File: config.mk
export PLATFORM = sky130hd
export DESIGN_NAME = safety_island_top
export DESIGN_NICKNAME = d
export VERILOG_FILES = /design/src/common/safety_pkg.sv /design/src/fault_channel.sv /design/src/safety_fsm/safety_fsm.sv /design/src/error_report.sv /design/src/safety_island_top.sv
export SDC_FILE = /design/constraint.sdc
export NUM_CORES = 1
export LEC_CHECK = 0
export ABC_AREA = 1
export BUFFER_PORTS_ARGS = -buffer_cell sky130_fd_sc_hd__buf_2
export CORE_MARGIN = 5
export CORE_UTILIZATION = 53
export DETAILED_ROUTE_END_ITERATION = 8
export PLACE_DENSITY = 0.79
export SETUP_SLACK_MARGIN = 0.2
export SLEW_MARGIN = 20
export SYNTH_ARGS = -nofsm -noshare
export SYNTH_HDL_FRONTEND = slang
export SYNTH_SLANG_ARGS = --single-unit
File: constraint.sdc
create_clock -name clk_safety_gated -period 3.25 [get_ports clk_safety_gated]
set_clock_uncertainty 0.1 [all_clocks]
set_input_delay 0.65 -clock clk_safety_gated [delete_from_list [all_inputs] [get_ports clk_safety_gated]]
set_output_delay 0.65 -clock clk_safety_gated [all_outputs]
set_load 0.02 [all_outputs]
File: src/common/safety_pkg.sv
//==========================================================================
// Shared constants and the safety state type of the safety island
// Imported by every RTL module and by the testbench
//==========================================================================

`default_nettype none

package safety_pkg;

    //======================================================================
    // Fault channels
    //======================================================================
    localparam int NUM_CHANNELS = 4;

    // Lower channel index wins the reporting priority
    localparam int CH_LOCKSTEP   = 0;
    localparam int CH_ECC        = 1;
    localparam int CH_WD_ERROR   = 2;
    localparam int CH_WD_TIMEOUT = 3;

    localparam int SYNC_STAGES = 3;
    localparam int CODE_WIDTH  = 32;

    //======================================================================
    // Error accumulator
    //======================================================================
    localparam int ACC_WIDTH  = 8;
    // Error cycles tolerated in warning before going safe
    localparam int WARN_LIMIT = 100;

    //======================================================================
    // Interrupt vector layout
    //======================================================================
    localparam int IRQ_WIDTH    = 6;
    localparam int IRQ_LOCKSTEP = 0;
    localparam int IRQ_ECC      = 1;
    localparam int IRQ_WATCHDOG = 2;
    localparam int IRQ_DETECTED = 3;
    localparam int IRQ_SAFE     = 4;
    localparam int IRQ_FAULT    = 5;

    typedef enum logic [2:0] {
        ST_NORMAL  = 3'd0,
        ST_WARNING = 3'd1,
        ST_SAFE    = 3'd2,
        ST_RESET   = 3'd3,
        ST_FAULT   = 3'd4
    } safety_state_t;

endpackage

`default_nettype wire

File: src/fault_channel.sv
//==========================================================================
// One fault channel that brings an asynchronous fault line into the
// safety clock domain and captures its error code on the synchronized rise
// Instantiated once per fault source by the top level
//==========================================================================

`timescale 1ns/1ns
`default_nettype none

module fault_channel (
    input  logic                                clk_safety_gated,
    input  logic                                rst_n_safety_i,
    input  logic                                fault_i,
    input  logic [safety_pkg::CODE_WIDTH-1:0]   fault_code_i,
    output logic                                fault_level_o,
    output logic                                fault_rise_o,
    output logic [safety_pkg::CODE_WIDTH-1:0]   fault_code_o
);

    import safety_pkg::*;

    logic [SYNC_STAGES-1:0] sync_q;
    logic                   level_d1_q;
    logic                   rise_next;
    logic [CODE_WIDTH-1:0]  code_q;

    //======================================================================
    // Synchronizer and edge detect
    //======================================================================
    always_ff @(posedge clk_safety_gated or negedge rst_n_safety_i) begin
        if (!rst_n_safety_i) begin
            sync_q     <= '0;
            level_d1_q <= 1'b0;
        end else begin
            sync_q     <= {sync_q[SYNC_STAGES-2:0], fault_i};
            level_d1_q <= sync_q[SYNC_STAGES-1];
        end
    end

    // Last stage is about to go high on this edge
    assign rise_next = sync_q[SYNC_STAGES-2] & ~sync_q[SYNC_STAGES-1];

    //======================================================================
    // Code capture
    //======================================================================
    // Loads on the edge that raises the rise pulse, so the code is
    // already valid while the pulse is high. The source keeps the code
    // stable for as long as its line is up.
    always_ff @(posedge clk_safety_gated) begin
        if (rise_next) begin
            code_q <= fault_code_i;
        end
    end

    assign fault_level_o = sync_q[SYNC_STAGES-1];
    assign fault_rise_o  = sync_q[SYNC_STAGES-1] & ~level_d1_q;
    assign fault_code_o  = code_q;

endmodule

`default_nettype wire

File: src/safety_fsm/safety_fsm.sv
//==========================================================================
// Safety state machine of the island
// Walks normal, warning, safe, reset and fault from the synchronized
// fault levels, counts error cycles in warning and requests a reset
//==========================================================================

`timescale 1ns/1ns
`default_nettype none

module safety_fsm (
    input  logic                                clk_safety_gated,
    input  logic                                rst_n_safety_i,
    input  logic [safety_pkg::NUM_CHANNELS-1:0] fault_level_i,
    output safety_pkg::safety_state_t           state_o,
    output logic                                reset_request_o
);

    import safety_pkg::*;

    safety_state_t         state_q;
    safety_state_t         state_d;
    logic [ACC_WIDTH-1:0]  acc_q;
    logic [ACC_WIDTH-1:0]  acc_d;

    logic                  any_fault;
    logic                  timeout_fault;
    logic                  dual_fault;
    logic                  acc_over;

    //======================================================================
    // Fault conditions
    //======================================================================
    assign any_fault     = |fault_level_i;
    assign timeout_fault = fault_level_i[CH_WD_TIMEOUT];
    // Lockstep and ECC failing together is unrecoverable
    assign dual_fault    = fault_level_i[CH_LOCKSTEP] & fault_level_i[CH_ECC];
    assign acc_over      = (acc_q > ACC_WIDTH'(WARN_LIMIT));

    //======================================================================
    // Next state
    //======================================================================
    always_comb begin
        state_d = state_q;
        acc_d   = acc_q;

        case (state_q)
            ST_NORMAL: begin
                if (any_fault) begin
                    state_d = ST_WARNING;
                    acc_d   = ACC_WIDTH'(1);
                end
            end

            ST_WARNING: begin
                // Count every cycle with an active fault
                if (any_fault) begin
                    acc_d = acc_q + ACC_WIDTH'(1);
                end

                if (timeout_fault) begin
                    state_d = ST_RESET;
                end else if (acc_over) begin
                    state_d = ST_SAFE;
                end else if (!any_fault) begin
                    state_d = ST_NORMAL;
                end
            end

            ST_SAFE: begin
                if (dual_fault) begin
                    state_d = ST_FAULT;
                end else if (timeout_fault) begin
                    state_d = ST_RESET;
                end
            end

            // Reset request is high for this single cycle
            ST_RESET: begin
                state_d = ST_NORMAL;
            end

            // Only leaves through reset
            ST_FAULT: begin
                state_d = ST_FAULT;
            end

            default: begin
                state_d = ST_NORMAL;
            end
        endcase
    end

    //======================================================================
    // State and accumulator registers
    //======================================================================
    always_ff @(posedge clk_safety_gated or negedge rst_n_safety_i) begin
        if (!rst_n_safety_i) begin
            state_q <= ST_NORMAL;
            acc_q   <= '0;
        end else begin
            state_q <= state_d;
            acc_q   <= acc_d;
        end
    end

    assign state_o         = state_q;
    assign reset_request_o = (state_q == ST_RESET);

endmodule

`default_nettype wire

File: src/error_report.sv
//==========================================================================
// Error reporter that registers the code of the highest priority rising
// channel with a one-cycle valid strobe and builds the interrupt lines
//==========================================================================

`timescale 1ns/1ns
`default_nettype none

module error_report (
    input  logic                                clk_safety_gated,
    input  logic                                rst_n_safety_i,
    input  logic [safety_pkg::NUM_CHANNELS-1:0] fault_level_i,
    input  logic [safety_pkg::NUM_CHANNELS-1:0] fault_rise_i,
    input  logic [safety_pkg::NUM_CHANNELS-1:0]
                 [safety_pkg::CODE_WIDTH-1:0]   fault_code_i,
    input  safety_pkg::safety_state_t           state_i,
    output logic [safety_pkg::CODE_WIDTH-1:0]   error_code_o,
    output logic                                error_valid_o,
    output logic [safety_pkg::IRQ_WIDTH-1:0]    irq_o,
    output logic                                irq_fault_o
);

    import safety_pkg::*;

    logic                  any_rise;
    logic [CODE_WIDTH-1:0] sel_code;
    logic                  detected;

    //======================================================================
    // Priority select
    //======================================================================
    assign any_rise = |fault_rise_i;

    // Walk down so the lowest rising index is written last
    always_comb begin
        sel_code = '0;
        for (int i = NUM_CHANNELS - 1; i >= 0; i--) begin
            if (fault_rise_i[i]) begin
                sel_code = fault_code_i[i];
            end
        end
    end

    always_ff @(posedge clk_safety_gated or negedge rst_n_safety_i) begin
        if (!rst_n_safety_i) begin
            error_code_o  <= '0;
            error_valid_o <= 1'b0;
        end else begin
            error_valid_o <= any_rise;
            // Code holds between reports
            if (any_rise) begin
                error_code_o <= sel_code;
            end
        end
    end

    //======================================================================
    // Interrupts
    //======================================================================
    assign detected = (state_i != ST_NORMAL);

    assign irq_o[IRQ_LOCKSTEP] = fault_level_i[CH_LOCKSTEP];
    assign irq_o[IRQ_ECC]      = fault_level_i[CH_ECC];
    assign irq_o[IRQ_WATCHDOG] = fault_level_i[CH_WD_ERROR] | fault_level_i[CH_WD_TIMEOUT];
    assign irq_o[IRQ_DETECTED] = detected;
    assign irq_o[IRQ_SAFE]     = (state_i == ST_SAFE);
    assign irq_o[IRQ_FAULT]    = (state_i == ST_FAULT);

    // Timeout alone reaches the fault line only through detected
    assign irq_fault_o = fault_level_i[CH_LOCKSTEP] | fault_level_i[CH_ECC]
                       | fault_level_i[CH_WD_ERROR] | detected;

endmodule

`default_nettype wire

File: src/safety_island_top.sv
//==========================================================================
// Top level of the safety island supervisor
// Four fault channels feed the safety state machine and the error
// reporter, all on the gated safety clock
//==========================================================================

`timescale 1ns/1ns
`default_nettype none

module safety_island_top (
    input  logic                                clk_safety_gated,
    input  logic                                rst_n_safety_i,
    input  logic [safety_pkg::NUM_CHANNELS-1:0] fault_i,
    input  logic [safety_pkg::NUM_CHANNELS-1:0]
                 [safety_pkg::CODE_WIDTH-1:0]   fault_code_i,
    output logic [safety_pkg::CODE_WIDTH-1:0]   error_code_o,
    output logic                                error_valid_o,
    output logic [safety_pkg::IRQ_WIDTH-1:0]    irq_o,
    output logic                                irq_fault_o,
    output logic                                reset_request_o
);

    import safety_pkg::*;

    logic [NUM_CHANNELS-1:0]                 fault_level;
    logic [NUM_CHANNELS-1:0]                 fault_rise;
    logic [NUM_CHANNELS-1:0][CODE_WIDTH-1:0] fault_code;
    safety_state_t                           safety_state;

    //======================================================================
    // Fault channels in reporting priority order
    //======================================================================
    for (genvar ch = 0; ch < NUM_CHANNELS; ch++) begin : g_channel
        fault_channel fault_channel_i (
            .clk_safety_gated (clk_safety_gated),
            .rst_n_safety_i   (rst_n_safety_i),
            .fault_i          (fault_i[ch]),
            .fault_code_i     (fault_code_i[ch]),
            .fault_level_o    (fault_level[ch]),
            .fault_rise_o     (fault_rise[ch]),
            .fault_code_o     (fault_code[ch])
        );
    end

    //======================================================================
    // State machine and reporting
    //======================================================================
    safety_fsm safety_fsm_i (
        .clk_safety_gated (clk_safety_gated),
        .rst_n_safety_i   (rst_n_safety_i),
        .fault_level_i    (fault_level),
        .state_o          (safety_state),
        .reset_request_o  (reset_request_o)
    );

    error_report error_report_i (
        .clk_safety_gated (clk_safety_gated),
        .rst_n_safety_i   (rst_n_safety_i),
        .fault_level_i    (fault_level),
        .fault_rise_i     (fault_rise),
        .fault_code_i     (fault_code),
        .state_i          (safety_state),
        .error_code_o     (error_code_o),
        .error_valid_o    (error_valid_o),
        .irq_o            (irq_o),
        .irq_fault_o      (irq_fault_o)
    );

endmodule

`default_nettype wire

After elaboration in Yosys (flattened, before gate mapping)

Index checks and enable logic that the tools add are counted.
Widths: inputs -> output; s select.

Eq/ne operators: 8
Order comparisons: 1
Add/subtract/negate cells: 1
Multiplexer cells: 14
Reduce and logical (&&, ||, !) cells: 7
Bitwise logic cells: 21

Operators by type and width:

| operator            | count |
|---|---|
| $mux 32             | 4 |
| $mux 3              | 6 |
| $mux 8              | 2 |
| $pmux 8 s2          | 1 |
| $pmux 3 s4          | 1 |
| $and 1x1->1         | 9 |
| $add 8x1->8 const B | 1 |
| $gt 8x7->1 const B  | 1 |
| $not 1->1           | 8 |
| $reduce_or 4->1     | 2 |
| $eq 3x2->1 const B  | 2 |
| $reduce_and 3->1    | 2 |
| $ne 2x1->1 const B  | 2 |
| $ne 4x4->1 const B  | 1 |
| $or 1x1->1          | 4 |
| $eq 3x1->1 const B  | 1 |
| $eq 3x3->1 const B  | 1 |
| $logic_not 3->1     | 1 |
| $ne 3x1->1 const B  | 1 |
| $reduce_bool 3->1   | 1 |
| $reduce_bool 2->1   | 1 |

Word-level logic and storage cells: 68
Output and inout bits: 41
Flip-flop bits (word level): 188

Longest topological paths before layout

Gate-level depths: netlist (run 1).

Word-level depth: 6
Depth in mapped cells: 11
Mapped depth without buffers: 11

By module

A second synthesis (run 1) with hierarchy kept.

Cells, all modules: 629
Area, all modules: 7,582.3 sq um

Modules (own cells, without submodules):

| module        | sequential area each (sq um) | cells an instance | area each (sq um) | instances |
|---|---|---|---|---|
| fault_channel | 1,061.0                      | 40                | 1,078.5           | 4 |
| error_report  | 825.8                        | 369               | 2,543.7           | 1 |
| safety_fsm    | 275.3                        | 100               | 724.4             | 1 |

Worst setup path before layout (run 1)

OpenSTA, ideal clock, no wires.

Kind: reg2reg
Start: register g_channel[1].fault_channel_i.sync_q[2]
End: register g_channel[1].fault_channel_i.code_q[0], enable pin
Arrival: 1.815 ns
Required time: 2.728 ns
Slack: 0.913 ns
Stages on the path, launching flop included: 2
Period minus slack after synthesis: 2.337 ns
Library setup time: 0.422 ns
Buffers on the path: 0
Cells stage by stage: dfrtp_1 nor2_1

Cells in the longest elaborated chain, start to end: 2

RTL lines:

| what                                       | line                | text |
|---|---|---|
| start, declared                            | fault_channel.sv:22 | `logic [SYNC_STAGES-1:0] sync_q;` |
| start signal, assigned                     | fault_channel.sv:35 | `sync_q <= {sync_q[SYNC_STAGES-2:0], fault_i};` |
| $not 1->1                                  | fault_channel.sv:41 | `assign rise_next = sync_q[SYNC_STAGES-2] & ~sync_q[SYNC_STAGES-1];` |
| $and 1x1->1                                | fault_channel.sv:41 |  |
| via g_channel[1].fault_channel_i.rise_next | fault_channel.sv:24 | `logic rise_next;` |
| end signal, assigned                       | fault_channel.sv:51 | `code_q <= fault_code_i;` |
| end, declared                              | fault_channel.sv:25 | `logic [CODE_WIDTH-1:0] code_q;` |

The timed path passes the listed nets, and every way through them passes these cells.
A chain may end at the register's enable or synchronous reset.

Worst setup path in the final report (run 1)

Start: register safety_fsm_i.state_q[2], in the netlist safety_fsm_i.state_o[2]
End: output port irq_fault_o

Cells in the longest elaborated chain, start to end: 2

RTL lines:

| what                   | line                    | text |
|---|---|---|
| start, declared        | safety_fsm.sv:20        | `safety_state_t state_q;` |
| start signal, assigned | safety_fsm.sv:101       | `state_q <= state_d;` |
| $reduce_bool 3->1      | error_report.sv:60      | `assign detected = (state_i != ST_NORMAL);` |
| $or 1x1->1             | error_report.sv:71      | `\| fault_level_i[CH_WD_ERROR] \| detected;` |
| end, declared          | safety_island_top.sv:19 | `output logic irq_fault_o,` |

No other way between the ends.

==> results of run 1 <==
-- cell usage after synthesis (all sizes together), types with 2 or more instances --
| master | count |
|---|---|
| ha | 2 |
| dfrtp | 60 |
| edfxtp | 128 |
| nand3 | 105 |
| clkbuf | 10 |
| o22ai | 3 |
| inv | 34 |
| xnor2 | 2 |
| o21ai | 6 |
| nor2 | 17 |
| nand4 | 6 |
| buf | 19 |
| nor3 | 2 |
| o211ai | 31 |
| nand2 | 127 |
-- flip-flops by register name (all words and copies together), names as in the netlist --
| name | count |
|---|---|
| error_report_i.error_valid_o | 1 |
| error_report_i.error_code_o | 32 |
| g_channel.fault_channel_i.fault_code_o | 128 |
| g_channel.fault_channel_i.sync_q | 12 |
| safety_fsm_i.acc_q | 8 |
| safety_fsm_i.state_o | 3 |
| g_channel.fault_channel_i.level_d1_q | 4 |
-- where the power goes --
part / switching (mW) / total (mW) / internal, mW
registers: 0.101 / 2.85 / 2.75
clock network: 0.882 / 1.94 / 1.05
logic: 0.519 / 0.774 / 0.255
-- worst min-delay path by stage --
stage,from,endpoint,slack (ns),cells past startpoint
global placement,g_channel[2].fault_channel_i.sync_q[0],g_channel[2].fault_channel_i.sync_q[1],0.24,0
global route,rst_n_safety_i,safety_fsm_i.acc_q[3],0.16,1
CTS,rst_n_safety_i,safety_fsm_i.acc_q[3],0.11,1
finish,rst_n_safety_i,safety_fsm_i.acc_q[3],0.13,1
floorplan,g_channel[0].fault_channel_i.sync_q[0],g_channel[0].fault_channel_i.sync_q[1],0.23,0
detailed placement,g_channel[3].fault_channel_i.sync_q[0],g_channel[3].fault_channel_i.sync_q[1],0.24,0
-- cells by family (layout without fill, tap and decap cells) --
| group | after synthesis | after routing | synth area share, % |
|---|---|---|---|
| buf+inv | 63 | 248 | 4.037 |
| flops | 188 | 188 | 74.33 |
| simple gates | 258 | 258 | 16.84 |
| xor+xnor | 2 | 2 | 0.2436 |
| fa+ha+maj | 2 | 2 | 0.3480 |
| compound gates | 43 | 43 | 4.193 |
-- cells in the final DEF (no fill, tap or decap), types with 4 or more instances in the layout --
master        n
nand3_2       8
clkinvlp_4    4
nand2_2       9
o211ai_1     31
edfxtp_1    128
buf_4         7
inv_1        32
nor2_4        5
o21ai_0       5
clkbuf_16    17
nand2_1     117
buf_2       174
nor2_1       11
dfrtp_1      60
nand4_1       6
nand3_1      97
-- cell type report --
cell class / instances / area, um2
inverters: 34 / 127.6
well taps: 176 / 220.2
clock inverters: 15 / 123.9
clock buffers: 17 / 425.4
fillers: 953 / 4517
multi-input cells: 305 / 1585
repair buffers: 182 / 950.9
flip-flops and latches: 188 / 5345
-- per-layer routing --
metal  GRT usage (%)  part of all wire, %
met2           36.33                   49
met1           29.33                   41
met5               0                0.053
met3           5.086                  7.7
met4           7.382                  1.7
-- worst max-delay path: cells and delay by family, from the launching register on --
| family | cells | cell delay, ns |
|---|---|---|
| buffers and inverters | 2 | 0.22 |
| DFF | 1 | 0.40 |
| and+or+nand+nor | 3 | 0.54 |
==> metrics.yaml, run 1 <==
status: "complete, no violations"
hp-class: "in -> async"
netlist_top_cells_area: "edfxtp_1 (53%), dfrtp_1 (21%), nand3_1 (6.8%), nand2_1 (6.1%), o211ai_1 (3.2%)"
path_clk_slew_ns: 0.07
maxSlewViolCount: 0
cp_slowest_stage_delay_ns: 0.40
grt_usage_pct: 22.09
startpoint: "safety_fsm_i.state_o[2]"
crit_path_max_fanout: 4
cts_setup_buffers: 0
io_pins: 175
cp_common_cell: "nor2_1"
cts_buffer_depth: 2
crit_path_start_kind: "register"
maxCapViolCount: 0
die_w_um: 126.5
grt_pass1_vias: 5165
fin_util_pct: 66.03
stdcell_count: 917
numCtsBuffers: 17
netlist_area_um2: 7191
wl_per_cell_um: 18.55
whs_ns: 0.1266
drive_gt1_share_pct: 32.12
vias: 4956
syn_area_per_cell_um2: 12.93
endpoint: "irq_fault_o"
synthArstFlopShare_pct: 31.91
synth-edff-count: 128
clockRootBuffer: "clkbuf_16"
period_minus_slack_ns: 2.335
gp_congestion: 0.8278
synth_seq_area_share_pct: 74.33
n_antenna_cell: 0
grt_pass1_wl_um: 27120
clock_latency_ns: 0.42
ir_worst_vdd_mv: 0.4217
max_freq_mhz: 428.2
htree_levels: 4
synth_ff_type: "edfxtp_1"
cp.required_ns: 2.50
first_iter_violations: 480
final_area_um2: 8778
r2r_slack_ns: 1.10
leakage_nw: 3.747
routed_wl_um: 17010
r2r_end: "error_report_i.error_code_o[2]"
cts_resized: 0
end_kind: "output pin"
numClockSinks: 188
layout_setup_ws_ns: 0.9147
port_buffers: 174
reg2reg_from: "g_channel[0].fault_channel_i.sync_q[2]"
chipHeight_um: 126.5
dpl.cell_count: 884
via_per_inst: 5.405
period_share_pct: 71.85
core_area_um2: 13300
rsz0062_at_grt: "no"
hold_viol: 0
path_cells: "nor2_1 > nand2_1 > nor2_1 > inv_1 > buf_2"
ys_types: 30
drtAntennaViolNets: 0
netlist.area_leader.share_pct: 53.45
first_pass_iters: 5
syn_inst: 556
initial_utilization_pct: 54.08
finalSetupViolCount: 0
cp.arrival_ns: 1.59
place_area_um2: 8202
hpwl_um: 11650
worst_pin_slew_ns: 1.050
r2r_cells: 6
crit_slowest_cell: "dfrtp_1"
cts_hold_buf: 0
overflow: 0
criticalPathCategory: "reg -> out"
syn_nets: 692
synth_area_leader_cell: "edfxtp_1"
grt_max_degree: 39
dieArea_um2: 16000
yosysWarnings: 0
drc_errors: 0
antenna_found_initial: 1
tritoncts: "yes"
power.total_mw: 5.555
detailedPlace.worstSlack_ns: 1.116
synth-seq-cells: 188
relSlewSlack_pct: 29.85
power_density_nw_per_um2: 632.9
nets: 864
syn2layout_area_growth_pct: 22.08
setup_tns_ns: 0
rows: 42
(Power assumes the default switching activity.)
==> run 2: changes to the inputs <==
Settings changed: CORE_UTILIZATION 53 to 48, PLACE_DENSITY 0.79 to 0.76.
Clock period 3.25 ns to 1.9 ns, I/O delays scaled along.
==> run 2 against run 1 <==
Compared with the run above: sequential share of layout area decreased by 4.2 points; flip-flop and latch count unchanged; count of clock-buffer cells in the layout increased by 1; sequential power increased by 71%; power increased by 86%.
==> metrics.yaml, run 2 (synthesis gave the netlist of run 1 again) <==
status: "complete, no violations"
first_pass_iters: 5  # unchanged
chipHeight_um: 132.4  # +4.7%
htree_levels: 4  # unchanged
clockRootBuffer: "clkbuf_16"
dieArea_um2: 17530  # +9.6%
ir_worst_vdd_mv: 0.7237  # +72%
grt_usage_pct: 19.73  # -2.4 points
syn2layout_area_growth_pct: 31.32
max_freq_mhz: 542.2
vias: 5055  # +2.0%
leakage_nw: 4.066  # +8.5%
maxCapViolCount: 0  # unchanged
end_kind: "output pin"
crit_path_max_fanout: 2  # -2
numCtsBuffers: 17  # unchanged
use_met3_pct: 5.649  # +0.56 points
hold_viol: 0  # unchanged
grt_pass1_vias: 5185  # +0.39%
antenna_found_initial: 1  # unchanged
tritoncts: "yes"
io_pins: 175  # unchanged
first_iter_violations: 397  # -17%
initial_utilization_pct: 49.29  # -4.8 points
final_common_cell: "buf_2"
cp.arrival_ns: 1.36  # -0.23 ns
rows: 44  # +4.8%
hold_start: "fault_code_i[3]"
layout_common_cells: "buf_2 (168), edfxtp_1 (128), nand2_1 (112)"
p_clk_share_pct: 36.0  # +1.2 points
cts_buffer_depth: 2  # unchanged
criticalPathCategory: "reg -> out"
cp.required_ns: 1.42  # -1.08 ns
drtAntennaViolNets: 0  # unchanged
via_per_inst: 5.233  # -3.2%
seqPwrFrac_pct: 47.2  # -4.0 points
core_area_um2: 14590  # +9.7%
grt_pass1_wl_um: 26990  # -0.51%
relSlewSlack_pct: 68.04  # +38 points
grt_max_degree: 44  # +13%
routed_wl_um: 17870  # +5.1%
drive_gt1_share_pct: 38.49  # +6.4 points
place_area_um2: 8347  # +1.8%
power_density_nw_per_um2: 1096  # +73%
clock_latency_ns: 0.42  # about the same
power_frac_comb_pct: 16.7  # +2.8 points
whs_ns: 0.02079  # -0.1058 ns
finalSetupViolCount: 0  # unchanged
numClockSinks: 188  # unchanged
layout_setup_ws_ns: 0.05564  # -0.8591 ns
die_w_um: 132.4  # +4.7%
crit_path_start_kind: "register"
gp_congestion: 0.8174  # -1.3%
p_switching_mw: 2.815  # +87%
maxSlewViolCount: 0  # unchanged
reg2reg_from: "g_channel[0].fault_channel_i.sync_q[2]"
nets: 905  # +4.7%
hp-class: "in -> reg"
period_share_pct: 97.07
final_area_um2: 9443  # +7.6%
setup_tns_ns: 0  # unchanged
grtUsageMet2_pct: 33.55  # -2.8 points
detailedPlace.worstSlack_ns: 0.1792  # -0.9373 ns
largest_reg_flops: 128  # unchanged
path_clk_slew_ns: 0.07  # about the same
top_usage_layer: "met2"
startpoint: "g_channel[0].fault_channel_i.sync_q[2]"
hpwl_um: 12170  # +4.4%
drc_errors: 0  # unchanged
wl_per_cell_um: 18.50  # -0.25%
period_minus_slack_ns: 1.844
worst_pin_slew_ns: 0.4794  # -0.5703 ns
switching_share_pct: 27.21  # +0.17 points
rsz0062_at_grt: "yes"
port_buffers: 174  # unchanged
power.internal_mw: 7.530  # +86%
overflow: 0  # unchanged
n_antenna_cell: 0  # unchanged
gr-usage-met1_pct: 25.02  # -4.3 points
## run 2: power by group through the flow
stage          registers (mW)  clock network (mW)  logic (mW)
4_1_cts                  4.88                3.78        1.55
6_report                 4.88                3.73        1.73
3_3_place_gp             4.94                   0        1.28
5_1_grt                  4.91                3.97        1.88
3_5_place_dp             4.96                   0        1.34
2_1_floorplan            5.03                   0       0.719
## run 2: worst paths after layout
check                                                                    end  slack [ns]  depth (start not counted)
worst max-delay path                                             irq_fault_o        0.06                          5
worst min-delay path            g_channel[0].fault_channel_i.fault_code_o[3]        0.02                          1
worst max register to register                error_report_i.error_code_o[2]        0.22                          9
worst min register to register        g_channel[2].fault_channel_i.sync_q[1]        0.25                          0
max in group asynchronous             g_channel[1].fault_channel_i.sync_q[2]        0.73                          3
min in group asynchronous                    error_report_i.error_code_o[26]        0.35                          2
## run 2: routing by layer
metal	share of wire (%)	routed length, um
met1	41	7243
met2	51	9205
met3	6.5	1158
met4	1.4	259
met5	0.039	7
## run 2: timing repair
item,in CTS,in global routing
pin swaps,6,9
hold endpoints to repair,21,0
cloned,0,4
hold buffers,5,0
resized for setup,31,35
buffers inserted,10,10
setup endpoints to repair,23,37
## run 2: metrics by stage
| stage | power (mW) | instances | util [%] |
|---|---|---|---|
| final | 10.35 | 966 | 64.73 |
| after global routing | 10.76 | 966 | 64.73 |
| after CTS | 10.21 | 952 | 62.95 |
| after detailed placement | 6.293 | 905 | 57.21 |
| after global placement | 6.221 | 905 | 57.21 |
| after floorplan | 5.747 | 556 | - |
## run 2: layout make-up
cell class | instances | area (um2)
Clock inverter | 14 | 200.2
Multi-Input combinational cell | 305 | 1675
Inverter | 34 | 137.6
Clock buffer | 18 | 429.2
Timing Repair Buffer | 223 | 1418
Sequential cell | 188 | 5353
Tap cell | 184 | 230.2
Fill cell | 1066 | 5146
## run 2: worst max-delay path: stages, from the launching register on
cell and delay (ns):
dfrtp_2 0.43, nor2_4 0.15, nand2_2 0.10, nor2_4 0.10
inv_2 0.04, buf_6 0.12
